$ cat config.mk
export PLATFORM = sky130hd
export DESIGN_NAME = dsp_core_top
export DESIGN_NICKNAME = d
export VERILOG_FILES = /design/src/verilog/dsp_isa_pkg.sv /design/src/verilog/dsp_bus_pkg.sv /design/src/verilog/dsp_ctrl.sv /design/src/verilog/dsp_pc_unit.sv /design/src/verilog/dsp_ptr_unit.sv /design/src/verilog/dsp_mem_port.sv /design/src/verilog/dsp_core_top.sv
export SDC_FILE = /design/constraint.sdc
export NUM_CORES = 1
export LEC_CHECK = 0
export BUFFER_PORTS_ARGS = -buffer_cell sky130_fd_sc_hd__buf_2
export CORE_AREA = 2 2 114 116
export CTS_BUF_LIST = sky130_fd_sc_hd__clkbuf_4 sky130_fd_sc_hd__clkbuf_8 sky130_fd_sc_hd__clkbuf_16
export DETAILED_ROUTE_END_ITERATION = 10
export DIE_AREA = 0 0 116 118
export HOLD_SLACK_MARGIN = 0.03
export PLACE_DENSITY = 0.85
export SLEW_MARGIN = 20
export SYNTH_ARGS = -nofsm -noshare
export SYNTH_HDL_FRONTEND = slang
export SYNTH_SLANG_ARGS = --single-unit
$ cat constraint.sdc
create_clock -name clk -period 8.3 [get_ports clk]
set_input_delay 0.415 -clock clk [delete_from_list [all_inputs] [get_ports clk]]
set_output_delay 0.415 -clock clk [all_outputs]
set_load 0.02 [all_outputs]
$ cat src/verilog/dsp_isa_pkg.sv
package dsp_isa_pkg;

    // Bit positions inside the 16-bit instruction word
    localparam int T_MSB    = 15;  // Top of the T field
    localparam int SREG_LSB = 9;   // Short immediate register code
    localparam int GRP_LSB  = 7;   // Destination group of a long immediate
    localparam int R_LSB    = 4;   // R field
    localparam int Y_LSB    = 2;   // Y field
    localparam int MODE_LSB = 0;   // Post-modify mode
    localparam int SIMM_W   = 9;   // Short immediate value width

    // T-field codes, stored as the fixed prefix of the field.
    // A trailing x in the ISA table means the low bit belongs to the operand.
    localparam logic [3:0] T_GOTO_JA = 4'b0000;   // 0000x
    localparam logic [3:0] T_CALL_JA = 4'b1000;   // 1000x
    localparam logic [4:0] T_GOTO_B  = 5'b11000;
    localparam logic [3:0] T_SHORT   = 4'b0001;   // 0001x
    localparam logic [4:0] T_LONG    = 5'b01010;
    localparam logic [4:0] T_STORE   = 5'b01100;
    localparam logic [5:0] T_LOAD    = 6'b011110; // Reaches into bit 10

    // Group code of the pointer registers in a long immediate
    localparam logic [2:0] GRP_YAAU = 3'b000;

    // Register codes
    localparam logic [2:0] REG_R0 = 3'd0;
    localparam logic [2:0] REG_R1 = 3'd1;
    localparam logic [2:0] REG_R2 = 3'd2;
    localparam logic [2:0] REG_R3 = 3'd3;
    localparam logic [2:0] REG_J  = 3'd4;

    // Short immediates flip the top bit of the register code
    localparam logic [2:0] SREG_FLIP = 3'b100;

    // Post-modify modes
    localparam logic [1:0] MODE_NONE = 2'd0;  // *rY
    localparam logic [1:0] MODE_INC  = 2'd1;  // *rY++
    localparam logic [1:0] MODE_DEC  = 2'd2;  // *rY--
    localparam logic [1:0] MODE_INCJ = 2'd3;  // *rY++j

    localparam int NUM_PTR = 4;

endpackage

$ cat src/verilog/dsp_bus_pkg.sv
package dsp_bus_pkg;

    // Instruction and data words share one width
    typedef logic [15:0] word_t;

    // Program side
    localparam int PC_W = 12;
    typedef logic [PC_W-1:0] pc_t;

    // Data side. Pointers are kept at RAM_AW bits, never wider than this
    localparam int DATA_AW_MAX = 16;

endpackage

$ cat src/verilog/dsp_ctrl.sv
`timescale 1ns/1ps

module dsp_ctrl
    import dsp_bus_pkg::*;
    import dsp_isa_pkg::*;
(
    input  logic       clk,
    input  logic       rst,
    input  logic       cen,
    input  word_t      rom_dout,
    // Program counter control
    output logic       goto_ja,
    output logic       call_ja,
    output logic       goto_b,
    output logic       pc_halt,
    // Pointer and memory control
    output logic       short_load,
    output logic       long_load,
    output logic       ram_load,
    output logic       post_load,
    output logic       ram_we_req,
    // Instruction fields
    output pc_t        i_field,
    output logic [2:0] r_field,
    output logic [1:0] y_field,
    output logic [1:0] mode,
    output logic [8:0] short_imm
);

    logic       two_word;     // Current word is the trailing slot
    logic [2:0] grp;
    logic [2:0] short_reg;
    logic [2:0] long_reg;
    logic       is_short;
    logic       short_ok;
    logic       long_ok;

    assign grp       = rom_dout[GRP_LSB +: 3];
    assign short_reg = rom_dout[SREG_LSB +: 3] ^ SREG_FLIP;
    assign long_reg  = rom_dout[R_LSB +: 3];
    assign is_short  = rom_dout[T_MSB -: 4] == T_SHORT;

    // k, rb and re are not implemented
    assign short_ok = short_reg inside {REG_R0, REG_R1, REG_R2, REG_R3, REG_J};
    assign long_ok  = grp == GRP_YAAU && long_reg inside {REG_R0, REG_R1, REG_R2, REG_R3};

    // Strobes last one cycle
    always_ff @(posedge clk or posedge rst) begin
        if (rst) begin
            goto_ja    <= 1'b0;
            call_ja    <= 1'b0;
            goto_b     <= 1'b0;
            pc_halt    <= 1'b0;
            short_load <= 1'b0;
            long_load  <= 1'b0;
            ram_load   <= 1'b0;
            post_load  <= 1'b0;
            ram_we_req <= 1'b0;
            two_word   <= 1'b0;
        end else if (cen) begin
            goto_ja    <= 1'b0;
            call_ja    <= 1'b0;
            goto_b     <= 1'b0;
            pc_halt    <= 1'b0;
            short_load <= 1'b0;
            long_load  <= 1'b0;
            ram_load   <= 1'b0;
            post_load  <= 1'b0;
            ram_we_req <= 1'b0;
            two_word   <= 1'b0;

            if (!two_word) begin
                if (rom_dout[T_MSB -: 4] == T_GOTO_JA) begin
                    goto_ja  <= 1'b1;
                    two_word <= 1'b1;
                end else if (rom_dout[T_MSB -: 4] == T_CALL_JA) begin
                    call_ja  <= 1'b1;
                    two_word <= 1'b1;
                end else if (rom_dout[T_MSB -: 5] == T_GOTO_B) begin
                    goto_b   <= 1'b1;  // Return through pr
                    two_word <= 1'b1;
                end else if (is_short) begin
                    short_load <= short_ok;
                end else if (rom_dout[T_MSB -: 5] == T_LONG) begin
                    // Value word follows and must not run
                    long_load <= long_ok;
                    two_word  <= 1'b1;
                end else if (rom_dout[T_MSB -: 5] == T_STORE) begin
                    ram_we_req <= 1'b1;
                    post_load  <= 1'b1;
                    pc_halt    <= 1'b1;
                    two_word   <= 1'b1;
                end else if (rom_dout[T_MSB -: 6] == T_LOAD) begin
                    ram_load  <= 1'b1;
                    post_load <= 1'b1;
                    pc_halt   <= 1'b1;
                    two_word  <= 1'b1;
                end
                // Anything else runs as a no-op
            end
        end
    end

    // Operand fields, only meaningful next to a strobe
    always_ff @(posedge clk) begin
        if (cen) begin
            i_field   <= rom_dout[PC_W-1:0];
            r_field   <= is_short ? short_reg : long_reg;
            y_field   <= rom_dout[Y_LSB +: 2];
            mode      <= rom_dout[MODE_LSB +: 2];
            short_imm <= rom_dout[SIMM_W-1:0];
        end
    end

endmodule

$ cat src/verilog/dsp_pc_unit.sv
`timescale 1ns/1ps

module dsp_pc_unit
    import dsp_bus_pkg::*;
(
    input  logic clk,
    input  logic rst,
    input  logic cen,
    input  logic goto_ja,
    input  logic call_ja,
    input  logic goto_b,
    input  logic pc_halt,
    input  pc_t  i_field,
    output pc_t  rom_addr
);

    pc_t pc;
    pc_t pr;   // Return register

    always_ff @(posedge clk or posedge rst) begin
        if (rst) begin
            pc <= '0;
            pr <= '0;
        end else if (cen) begin
            if (goto_ja || call_ja) begin
                pc <= i_field;
            end else if (goto_b) begin
                pc <= pr;
            end else if (!pc_halt) begin
                pc <= pc + pc_t'(1);
            end

            // pc already points past the call word here
            if (call_ja) begin
                pr <= pc;
            end
        end
    end

    assign rom_addr = pc;

endmodule

$ cat src/verilog/dsp_ptr_unit.sv
`timescale 1ns/1ps

module dsp_ptr_unit
    import dsp_bus_pkg::*;
    import dsp_isa_pkg::*;
#(
    parameter int RAM_AW = 10,
    parameter int INDEX  = 0
) (
    input  logic              clk,
    input  logic              rst,
    input  logic              cen,
    input  logic              short_load,
    input  logic              long_load,
    input  logic              ram_load,
    input  logic              post_load,
    input  logic [2:0]        r_field,
    input  logic [1:0]        y_field,
    input  logic [1:0]        mode,
    input  logic [8:0]        short_imm,
    input  word_t             long_imm,
    input  word_t             ram_rdata,
    input  logic [RAM_AW-1:0] j,
    output logic [RAM_AW-1:0] ptr
);

    logic                   r_hit;
    logic                   y_hit;
    logic [DATA_AW_MAX-1:0] load_val;
    logic [RAM_AW-1:0]      step;

    assign r_hit = r_field == 3'(INDEX);
    assign y_hit = y_field == 2'(INDEX);

    always_comb begin
        load_val = ram_rdata;
        if (short_load) begin
            load_val = DATA_AW_MAX'(short_imm);  // Zero-extended
        end else if (long_load) begin
            load_val = long_imm;
        end
    end

    // Wraps modulo the RAM size
    always_comb begin
        case (mode)
            MODE_NONE: step = '0;
            MODE_INC:  step = RAM_AW'(1);
            MODE_DEC:  step = '1;  // Minus one
            MODE_INCJ: step = j;
            default:   step = '0;
        endcase
    end

    always_ff @(posedge clk or posedge rst) begin
        if (rst) begin
            ptr <= '0;
        end else if (cen) begin
            if (r_hit && (short_load || long_load || ram_load)) begin
                ptr <= load_val[RAM_AW-1:0];  // Load beats post-modify
            end else if (y_hit && post_load) begin
                ptr <= ptr + step;
            end
        end
    end

endmodule

$ cat src/verilog/dsp_mem_port.sv
`timescale 1ns/1ps

module dsp_mem_port
    import dsp_bus_pkg::*;
    import dsp_isa_pkg::*;
#(
    parameter int RAM_AW = 10
) (
    input  logic                           clk,
    input  logic                           rst,
    input  logic                           cen,
    input  logic                           short_load,
    input  logic                           ram_we_req,
    input  logic [2:0]                     r_field,
    input  logic [1:0]                     y_field,
    input  logic [8:0]                     short_imm,
    input  logic [NUM_PTR-1:0][RAM_AW-1:0] ptr_bus,
    output logic [RAM_AW-1:0]              ram_addr,
    output logic                           ram_we,
    output word_t                          ram_wdata,
    output logic [RAM_AW-1:0]              j
);

    // Step register for *rY++j
    always_ff @(posedge clk or posedge rst) begin
        if (rst) begin
            j <= '0;
        end else if (cen && short_load && r_field == REG_J) begin
            j <= RAM_AW'(short_imm);
        end
    end

    assign ram_addr  = ptr_bus[y_field];
    assign ram_wdata = word_t'(ptr_bus[r_field[1:0]]);  // Only r0-r3 can be stored
    assign ram_we    = ram_we_req;  // Held through cen low, RAM gates on cen

endmodule

$ cat src/verilog/dsp_core_top.sv
`timescale 1ns/1ps

module dsp_core_top
    import dsp_bus_pkg::*;
    import dsp_isa_pkg::*;
#(
    parameter int RAM_AW = 10
) (
    input  logic              clk,
    input  logic              rst,
    input  logic              cen,
    // Program ROM
    output pc_t               rom_addr,
    input  word_t             rom_dout,
    // Data RAM
    output logic [RAM_AW-1:0] ram_addr,
    output logic              ram_we,
    output word_t             ram_wdata,
    input  word_t             ram_rdata
);

    logic                           goto_ja;
    logic                           call_ja;
    logic                           goto_b;
    logic                           pc_halt;
    logic                           short_load;
    logic                           long_load;
    logic                           ram_load;
    logic                           post_load;
    logic                           ram_we_req;
    pc_t                            i_field;
    logic [2:0]                     r_field;
    logic [1:0]                     y_field;
    logic [1:0]                     mode;
    logic [8:0]                     short_imm;
    logic [RAM_AW-1:0]              j;
    logic [NUM_PTR-1:0][RAM_AW-1:0] ptr_bus;

    dsp_ctrl u_ctrl (
        .clk        (clk),
        .rst        (rst),
        .cen        (cen),
        .rom_dout   (rom_dout),
        .goto_ja    (goto_ja),
        .call_ja    (call_ja),
        .goto_b     (goto_b),
        .pc_halt    (pc_halt),
        .short_load (short_load),
        .long_load  (long_load),
        .ram_load   (ram_load),
        .post_load  (post_load),
        .ram_we_req (ram_we_req),
        .i_field    (i_field),
        .r_field    (r_field),
        .y_field    (y_field),
        .mode       (mode),
        .short_imm  (short_imm)
    );

    dsp_pc_unit u_pc (
        .clk      (clk),
        .rst      (rst),
        .cen      (cen),
        .goto_ja  (goto_ja),
        .call_ja  (call_ja),
        .goto_b   (goto_b),
        .pc_halt  (pc_halt),
        .i_field  (i_field),
        .rom_addr (rom_addr)
    );

    // r0-r3
    for (genvar i = 0; i < NUM_PTR; i++) begin : g_ptr
        dsp_ptr_unit #(
            .RAM_AW (RAM_AW),
            .INDEX  (i)
        ) u_ptr (
            .clk        (clk),
            .rst        (rst),
            .cen        (cen),
            .short_load (short_load),
            .long_load  (long_load),
            .ram_load   (ram_load),
            .post_load  (post_load),
            .r_field    (r_field),
            .y_field    (y_field),
            .mode       (mode),
            .short_imm  (short_imm),
            .long_imm   (rom_dout),  // Value word sits on the ROM bus
            .ram_rdata  (ram_rdata),
            .j          (j),
            .ptr        (ptr_bus[i])
        );
    end

    dsp_mem_port #(
        .RAM_AW (RAM_AW)
    ) u_mem (
        .clk        (clk),
        .rst        (rst),
        .cen        (cen),
        .short_load (short_load),
        .ram_we_req (ram_we_req),
        .r_field    (r_field),
        .y_field    (y_field),
        .short_imm  (short_imm),
        .ptr_bus    (ptr_bus),
        .ram_addr   (ram_addr),
        .ram_we     (ram_we),
        .ram_wdata  (ram_wdata),
        .j          (j)
    );

endmodule

* Word-level counts from Yosys, hierarchy flattened
Cells that the tools add are included.
** Word-level totals
- Register bits after elaboration :: 110
- Bits in latches :: 0
- Bits in writable memories :: 0
- Memory bits (read-only) :: 0
- Output and inout bits :: 39
- Memories kept :: 0
** Cells by class
- $add $sub $neg :: 5
- Multipliers :: 0
- Div/mod/pow operators :: 0
- $lt $le $gt $ge :: 2
- Equality and inequality tests :: 24
- Shift operators :: 0
- Muxes and demuxes :: 67
- Bitwise gates (word level) :: 1
- Reductions and logical operators :: 33
** Operators with widths (number)
- 10-bit two-way mux :: 12
- 1-bit two-way mux :: 48
- 10-bit adder :: 4
- 10-bit binary-select mux with 2-bit select :: 2
- 10-bit one-hot mux with 4 select lines :: 1
- 12-bit two-way mux :: 3
- 3-bit by 2-bit == test with 1-bit output (second input constant) :: 6
- 12-bit by 1-bit adder with 12-bit output (second input constant) :: 1
- 3-bit zero test :: 4
- 2-bit AND reduction :: 6
- 1-bit logical AND :: 11
- 5-bit by 4-bit == test with 1-bit output (second input constant) :: 2
- 3-bit by 1-bit == test with 1-bit output (second input constant) :: 3
- 2-bit == test (second input constant) :: 4
- 2-bit nonzero test :: 4
- 3-bit == test (second input constant) :: 2
- 6-bit by 5-bit == test with 1-bit output (second input constant) :: 1
- 2-bit by 3-bit < comparator with 1-bit output (second input constant) :: 2
- 5-bit == test (second input constant) :: 1
- 5-bit nonzero test :: 1
- 2-bit by 1-bit == test with 1-bit output (second input constant) :: 2
- 4-bit by 1-bit == test with 1-bit output (second input constant) :: 1
- 4-bit == test (second input constant) :: 1
- 2-bit zero test :: 2
- other kinds (6) :: 8

* Longest topological paths before layout
Gate-level depths: netlist of run 1.
- Depth after elaboration :: 9
- Mapped depth :: 13

* Cells and area by module
Synthesis of run 1 repeated with hierarchy kept, for this count alone.
** Second synthesis, totals
- Cells, all modules :: 910
- Area total of the unflattened synthesis :: 8136.6 µm²
** By module, submodules not included
- dsp_pc_unit :: times used 1, cells an instance 144, area each 1396.3 µm²
- dsp_ptr_unit at g_ptr[1].u_ptr :: times used 1, cells an instance 165, area each 1211.2 µm²
- dsp_ptr_unit at g_ptr[0].u_ptr :: times used 1, cells an instance 163, area each 1209.9 µm²
- dsp_ptr_unit at g_ptr[2].u_ptr :: times used 1, cells an instance 151, area each 1143.6 µm²
- dsp_ptr_unit at g_ptr[3].u_ptr :: times used 1, cells an instance 150, area each 1134.8 µm²
- dsp_ctrl :: times used 1, cells an instance 83, area each 1113.6 µm²
- dsp_mem_port :: times used 1, cells an instance 54, area each 927.1 µm²

* Least setup slack after synthesis of run 1
No wires, ideal clock.
- Path type :: register -> register
- From :: register u_ctrl.i_field[1] (netlist name)
- To :: register g_ptr[0].u_ptr.ptr[8]
- Arrival :: 2.725 ns
- Data required time :: 8.218 ns
- Setup slack :: 5.493 ns
- Cell stages (with the launch flop) :: 14
- Path through :: edfxtp_1 -> buf_2 -> clkbuf_1 -> nand2_1 -> nor2_1 -> nor2_1 -> ha_1 -> ha_1 -> a31oi_2 -> maj3_2 -> o21ai_2 -> a41o_1 -> or3_1 -> a31oi_1
** RTL lines
- end signal: assignment :: RTL line dsp_ptr_unit.sv:60 : ptr <= load_val[RAM_AW-1:0];
- end signal: assignment :: RTL line dsp_ptr_unit.sv:62 : ptr <= ptr + step;
- end: declaration :: RTL line dsp_ptr_unit.sv:24 : output logic [RAM_AW-1:0] ptr

==> impl_metrics.yaml, run 1 <==
detailed_routing:
  num_vias: 6451
  drc: 0
  routed_wl_um: 18600
  wl_per_cell_um: 18.5
  dr.pass1.iters: 6
  drtAntennaViolNets: 0
  viasPerCell: 6.39
  initialDrtViolationCount: 683
finish:
  drive_gt1_frac: 0.186
  final_common_cell: "dfrtp_1"
  antenna_cells: 0
  final_cell_area_sq_um: 7870
  syn2layout_area_growth_pct: 8.60
  nFillCells: 1076
  layout_common_cells: "82 x dfrtp_1, 77 x nand2_1, 76 x nor2_1"
  final_net_count: 897
  fin_util: 0.634
global_routing:
  grt.total_usage: 0.286
  grt_pass1_vias: 6089
  grt_pass1_wl_um: 30800
  grt_use_met1: 0.393
  grt_max_degree: 66
  overflow: 0
  antenna_found_initial: 0
  busiest_layer: "met2"
  met2_usage: 0.451
  met3_usage: 0.0417
power:
  p_leak_nw: 3.40
  peakVddDrop_mv: 0.106
  p_per_area_nw_per_um2: 249
  total_power_w: 0.00196
floorplan:
  start_util: 0.583
  rows: 41
  die_x_um: 116
  dieArea_sq_um: 13700
  die_height_um: 118
  num_io_pins: 74
  core-area_sq_um: 12400
cts:
  cts_tree: "built"
  numCtsBuffers: 9
  clk_latency_ns: 0.35
  ctsRootBufferMaster: "clkbuf_16"
  cts_resized: 0
  clockBufferDepth: 2
  cts.sinks: 97
  clk_pin_slew_ns: 0.07
  cts_max_level: 3
  cts_setup_buffers: 0
synthesis:
  synth_edf_count: 15
  async_flop_share: 0.845
  synth_cells: 805
  yosysUniqueCellTypes: 79
  yosysSeqAreaShare: 0.345
  synth-warning-count: 0
  ys.flop_type: "dfrtp_1"
  synth_area_per_cell_sq_um: 9.00
  synth-seq-cells: 97
  syn_area_sq_um: 7240
worst_setup_path:
  worst_setup_path_end_kind: "flop"
  rr_worst_depth: 11
  required_ns: 8.50
  cp_slowest_cell: "edfxtp_1"
  cp_max_fo: 20
  cp.arrival_ns: 3.37
  worst-path-stages: 11
  crit_path_start_kind: "flop"
  path_delay_family: "compound AO/OA/AOI/OAI gates"
  worstPathCellList: "nand2_1 > nor2_1 > nor2_1 > ha_1 > ha_1 > a31o_2 > a32oi_1 > o21ai_0 > o31ai_1 > xor2_1 > o31ai_1"
  max_stage_delay_ns: 0.84
  path_class: "reg -> reg"
  path_buf_inv: 0
worst_hold_path:
  whs_path_depth: 1
  hold_class: "in -> reg"
timing:
  setup_tns_ns: 0
  worst_slew_pin_slew_ns: 0.996
  final_hold_viol_count: 0
  setup_violations: 0
  grt_setup_unrepaired: "no"
  slew_headroom: 0.336
  fmax_mhz: 315
  final_max_slew_viol_count: 0
  skew_ns: 0.00945
  fin_crit_sh: 0.382
  fin_crit_ns: 3.17
place:
  place_area_sq_um: 7560
  dp_hpwl_um: 13400
  gp_congestion: 0.919
  portBuffers: 61
flow_run:
  drv_cap: 0
outcome:
  status: "finished clean"
-- power by group --
group          leakage, nW  switching [W]  internal (W)
Sequential            1.19       0.000154      0.000597
Combinational         2.07       0.000447      0.000361
Clock                0.137       0.000184      0.000215
Total                 3.40       0.000785       0.00117
-- sequential cells by signal, summed over array words and instances, names as in the netlist, 3 cells and up --
name / flops
u_ctrl.i_field: 11
u_pc.pr: 12
u_ctrl.r_field: 3
u_mem.j: 9
u_pc.rom_addr: 12
g_ptr.u_ptr.ptr: 40
-- cells in the mapped netlist (20+ instances only) --
| cell type | number | area share |
|---|---|---|
| nor2_1 | 76 | 0.039 |
| mux2_2 | 26 | 0.040 |
| mux2i_1 | 24 | 0.033 |
| clkbuf_1 | 34 | 0.018 |
| nor3_1 | 20 | 0.014 |
| ha_1 | 29 | 0.050 |
| mux4_2 | 20 | 0.062 |
| a21oi_1 | 60 | 0.041 |
| dfrtp_1 | 82 | 0.28 |
| nand2_1 | 77 | 0.040 |
| inv_1 | 28 | 0.015 |
| o21ai_0 | 65 | 0.045 |
| nand3_1 | 25 | 0.017 |
| xnor2_1 | 25 | 0.030 |
-- timing repair --
action                                  4_1_cts  5_1_grt
hold buffers                                  1        0
endpoints found under the setup margin        0        0
endpoints found under the hold margin         2        0
-- final timing paths --
check / from / end / slack, ns
setup / recovery: u_ctrl.i_field[0]$_DFFE_PP_ / g_ptr[1].u_ptr.ptr[8]$_DFFE_PP0P_ / 5.13
hold / removal: rom_dout[3] / u_ctrl.i_field[3]$_DFFE_PP_ / 0.25
setup reg to reg: u_ctrl.i_field[0]$_DFFE_PP_ / g_ptr[1].u_ptr.ptr[8]$_DFFE_PP0P_ / 5.13
hold reg to reg: u_ctrl.ram_we_req$_DFFE_PP0P_ / u_ctrl.ram_we_req$_DFFE_PP0P_ / 0.49
max in group asynchronous: rst / u_ctrl.goto_b$_DFFE_PP0P_ / 6.58
min in group asynchronous: rst / u_pc.pr[3]$_DFFE_PP0P_ / 0.56
-- cell type report --
type	instances	area (sq um)	area share
clock buffer	12	248	0.0315
clock inverter	4	30.0	0.00382
inverter	28	106	0.0135
multi-input combinational	627	4390	0.558
sequential	97	2500	0.318
tap	172	215	0.0274
timing repair buffer	70	375	0.0477
-- stage by stage --
stage / hold WS (ns) / setup WS (ns) / cells
finish: 0.255 / 5.13 / 1010
global placement: 0.401 / 5.08 / 993
CTS: 0.252 / 4.93 / 1010
global route: 0.254 / 4.78 / 1010
floorplan: 0.450 / 5.49 / 810
detailed placement: 0.400 / 4.95 / 993
-- metal layers --
metal | vias to the layer above | share of wire
li1 | 3004 | -
met1 | 3069 | 0.42
met2 | 320 | 0.47
met3 | 58 | 0.074
met4 | 0 | 0.036
met5 | - | 0
-- kinds of logic (layout without fill, tap and decap cells) --
logic type | count (synthesis) | after routing | synth area share
and+or+nand+nor | 251 | 251 | 0.162
xor gates and xnor gates | 40 | 40 | 0.0484
other | 1 | 6 | 0.000518
muxes | 70 | 70 | 0.136
buffers and inverters | 86 | 114 | 0.0556
DFF | 97 | 97 | 0.345
AOI/OAI and AO/OA | 228 | 228 | 0.198
adders and majority gates | 32 | 32 | 0.0544
Note: power is estimated with default switching activity, not from simulation.
==> run 2: changes to the inputs <==
--- a/config.mk
+++ b/config.mk
@@ -5,13 +5,14 @@
 export SDC_FILE = /design/constraint.sdc
 export NUM_CORES = 1
 export LEC_CHECK = 0
+export ABC_AREA = 1
 export BUFFER_PORTS_ARGS = -buffer_cell sky130_fd_sc_hd__buf_2
-export CORE_AREA = 2 2 114 116
+export CORE_AREA = 2 2 117 119
 export CTS_BUF_LIST = sky130_fd_sc_hd__clkbuf_4 sky130_fd_sc_hd__clkbuf_8 sky130_fd_sc_hd__clkbuf_16
 export DETAILED_ROUTE_END_ITERATION = 10
-export DIE_AREA = 0 0 116 118
+export DIE_AREA = 0 0 119 121
 export HOLD_SLACK_MARGIN = 0.03
-export PLACE_DENSITY = 0.85
+export PLACE_DENSITY = 0.82
 export SLEW_MARGIN = 20
 export SYNTH_ARGS = -nofsm -noshare
 export SYNTH_HDL_FRONTEND = slang
==> constraint.sdc (replaced) <==
create_clock -name clk -period 2.8 [get_ports clk]
set_input_delay 0.14 -clock clk [delete_from_list [all_inputs] [get_ports clk]]
set_output_delay 0.14 -clock clk [all_outputs]
set_load 0.02 [all_outputs]
==> run 2 against run 1 <==
  * Clock-buffer cell count decreased by 3
  * Non-clock buffer count increased by 21
  * Die area increased by 5.2%
  * Combinational power increased to 3.1 times the previous value
  * Global-route usage increased by 1.3 points
  * Critical path type unchanged
==> impl_metrics.yaml, run 2 <==
outcome:
  status: "finished clean"
global_routing:
  met3_usage: 0.0536
  met2_usage: 0.452
  grt_pass1_wl_um: 33500
  busiest_layer: "met2"
  grt_max_degree: 30
  grt_pass1_vias: 6640
  antenna_found_initial: 0
  overflow: 0
  grt_use_met1: 0.419
  grt.total_usage: 0.299
power:
  power_frac_seq: 0.355
  swShare: 0.441
  internal_power_w: 0.00330
  p_sw_w: 0.00261
  peakVddDrop_mv: 0.315
  pwr-share-clk: 0.216
  p_leak_nw: 4.10
  p_per_area_nw_per_um2: 746
  comb_power_share: 0.430
synthesis:
  yosysUniqueCellTypes: 40
  synth_simple_gate_area_frac: 0.264
  synth_area_per_cell_sq_um: 7.11
  synthTopCellsByArea: "dfrtp_1 29%, nand2_1 14%, edfxtp_1 6.4%, nand3_1 5.9%, inv_1 5.8%"
  ys.flop_type: "dfrtp_1"
  yosysSeqAreaShare: 0.358
  yosys-top-cells-count: "258 x nand2_1, 108 x inv_1, 82 x dfrtp_1, 82 x nand3_1"
  synth.most_common_cell: "nand2_1"
  muxShareOfSynthArea: 0.00644
  synth_top_family_by_area: "simple AND/OR/NAND/NOR gates"
  synthXorXnorAreaFrac: 0.0188
  synth_cells: 983
  synthAdderAreaFrac: 0.0519
  async_flop_share: 0.845
  synth-warning-count: 0
  syn_area_sq_um: 6990
  synth_top_area_share: 0.293
  synth_edf_count: 15
  synth_compound_area_frac: 0.212
  synth-seq-cells: 97
  synth_top_area_cell: "dfrtp_1"
cts:
  ctsRootBufferMaster: "clkbuf_16"
  holdBufCountCts: 12
  cts_max_level: 3
  cts_setup_buffers: 0
  cts_resized: 0
  numCtsBuffers: 9
  clk_pin_slew_ns: 0.07
  cts_tree: "built"
  clk_latency_ns: 0.37
  cts.sinks: 97
  clockBufferDepth: 2
worst_setup_path:
  crit_path_start_kind: "flop"
  cp_max_fo: 8
  worst_setup_path_end_kind: "flop"
  path_class: "reg -> reg"
  cp.arrival_ns: 2.81
  required_ns: 3.05
timing:
  fmax_mhz: 390
  slew_headroom: 0.192
  grt_setup_unrepaired: "no"
  fin_crit_ns: 2.56
  setup_slack_ns: 0.235
  final_hold_viol_count: 0
  worst_slew_pin_slew_ns: 1.20
  skew_ns: 0.0116
  fin_crit_sh: 0.916
  setup_tns_ns: 0
  setup_violations: 0
  final_max_slew_viol_count: 0
detailed_routing:
  routed_wl_um: 21100
  drtAntennaViolNets: 0
  dr.pass1.iters: 5
  viasPerCell: 5.95
  initialDrtViolationCount: 949
  wl_per_cell_um: 17.1
  drc: 0
  num_vias: 7363
place:
  placedCellCount: 1210
  portBuffers: 61
  dp_slack_ns: 0.317
  gp_congestion: 0.986
  dp_hpwl_um: 15300
finish:
  largest_reg_flops: 40
  final_net_count: 1121
  largest-register: "g_ptr.u_ptr.ptr"
  instances_no_fill: 1238
  drive_gt1_frac: 0.112
  final_common_cell: "nand2_1"
  antenna_cells: 0
  layout_common_cells: "258 x nand2_1, 107 x inv_1, 82 x nand3_1, 82 x dfrtp_1"
  syn2layout_area_growth_pct: 13.4
floorplan:
  dieArea_sq_um: 14400
  rows: 42
  die_height_um: 121
  num_io_pins: 74
  start_util: 0.534
  die_x_um: 119
  core-area_sq_um: 13100
worst_hold_path:
  hold_class: "in -> reg"
flow_run:
  drv_cap: 0
[run 2: worst paths after layout]
kind | from | to | slack, ns | cells past startpoint
worst min-delay path | rom_dout[11] | u_ctrl.i_field[11]$_DFFE_PP_ | 0.05 | 1
worst min register to register | u_pc.pr[9]$_DFFE_PP0P_ | u_pc.pr[9]$_DFFE_PP0P_ | 0.49 | 2
worst max register to register | u_ctrl.i_field[0]$_DFFE_PP_ | g_ptr[3].u_ptr.ptr[8]$_DFFE_PP0P_ | 0.24 | 10
min in group asynchronous | rst | g_ptr[2].u_ptr.ptr[0]$_DFFE_PP0P_ | 0.35 | 3
worst max-delay path | u_ctrl.i_field[0]$_DFFE_PP_ | g_ptr[3].u_ptr.ptr[8]$_DFFE_PP0P_ | 0.24 | 10
max in group asynchronous | rst | g_ptr[1].u_ptr.ptr[7]$_DFFE_PP0P_ | 1.68 | 4
[run 2: layout make-up]
cell class              count  area (sq um)
inverters                 120           452
well taps                 176           220
clock buffers               9           225
fillers                  1200          5160
multi-input cells         738          3890
clock inverters             7          75.1
flip-flops and latches     97          2500
repair buffers             91           561
[run 2: logic make-up (layout without fill, tap and decap cells)]
| kind of cell | count (synthesis) | in the layout |
|---|---|---|
| AO/OA/AOI/OAI | 239 | 239 |
| buffers and inverters | 153 | 227 |
| XOR/XNOR | 15 | 15 |
| flip-flops | 97 | 97 |
| multiplexers | 4 | 4 |
| adder cells (fa/ha/maj) | 29 | 29 |
| other | 1 | 6 |
| AND/OR/NAND/NOR | 445 | 445 |
[run 2: worst max-delay path, stage by stage (launching register included)]
cell and delay, ns:
edfxtp_1 0.50, inv_1 0.21, nand2_1 0.12, nand2_1 0.34, ha_1 0.37, a21oi_1 0.24, nor2_1 0.07, a211oi_1 0.25
a21oi_1 0.11, o21ai_0 0.17, nand2_1 0.06
[run 2: metal layers]
layer,up-vias,part of all wire
li1,3506,-
met1,3390,0.42
met2,401,0.44
met3,66,0.11
met4,0,0.037
met5,-,0
[run 2: power groups by stage]
| stage | sequential (W) | clock (W) | combinational, W |
|---|---|---|---|
| 6_report | 0.00210 | 0.00128 | 0.00254 |
| 5_1_grt | 0.00214 | 0.00133 | 0.00285 |
| 4_1_cts | 0.00208 | 0.00127 | 0.00249 |
| 3_5_place_dp | 0.00210 | 0 | 0.00247 |
| 3_3_place_gp | 0.00209 | 0 | 0.00240 |
| 2_1_floorplan | 0.00208 | 0 | 0.00180 |
[run 2: per-stage QoR]
| step | hold slack, ns | area, sq um | utilization | total power, W |
|---|---|---|---|---|
| 5_1_grt | 0.0564 | 7930 | 0.606 | 0.00632 |
| 3_5_place_dp | 0.199 | 7510 | 0.574 | 0.00457 |
| 6_report | 0.0495 | 7930 | 0.606 | 0.00591 |
| 4_1_cts | 0.0440 | 7930 | 0.606 | 0.00585 |
| 3_3_place_gp | 0.196 | 7510 | 0.574 | 0.00450 |
| 2_1_floorplan | 0.239 | 7010 | - | 0.00388 |
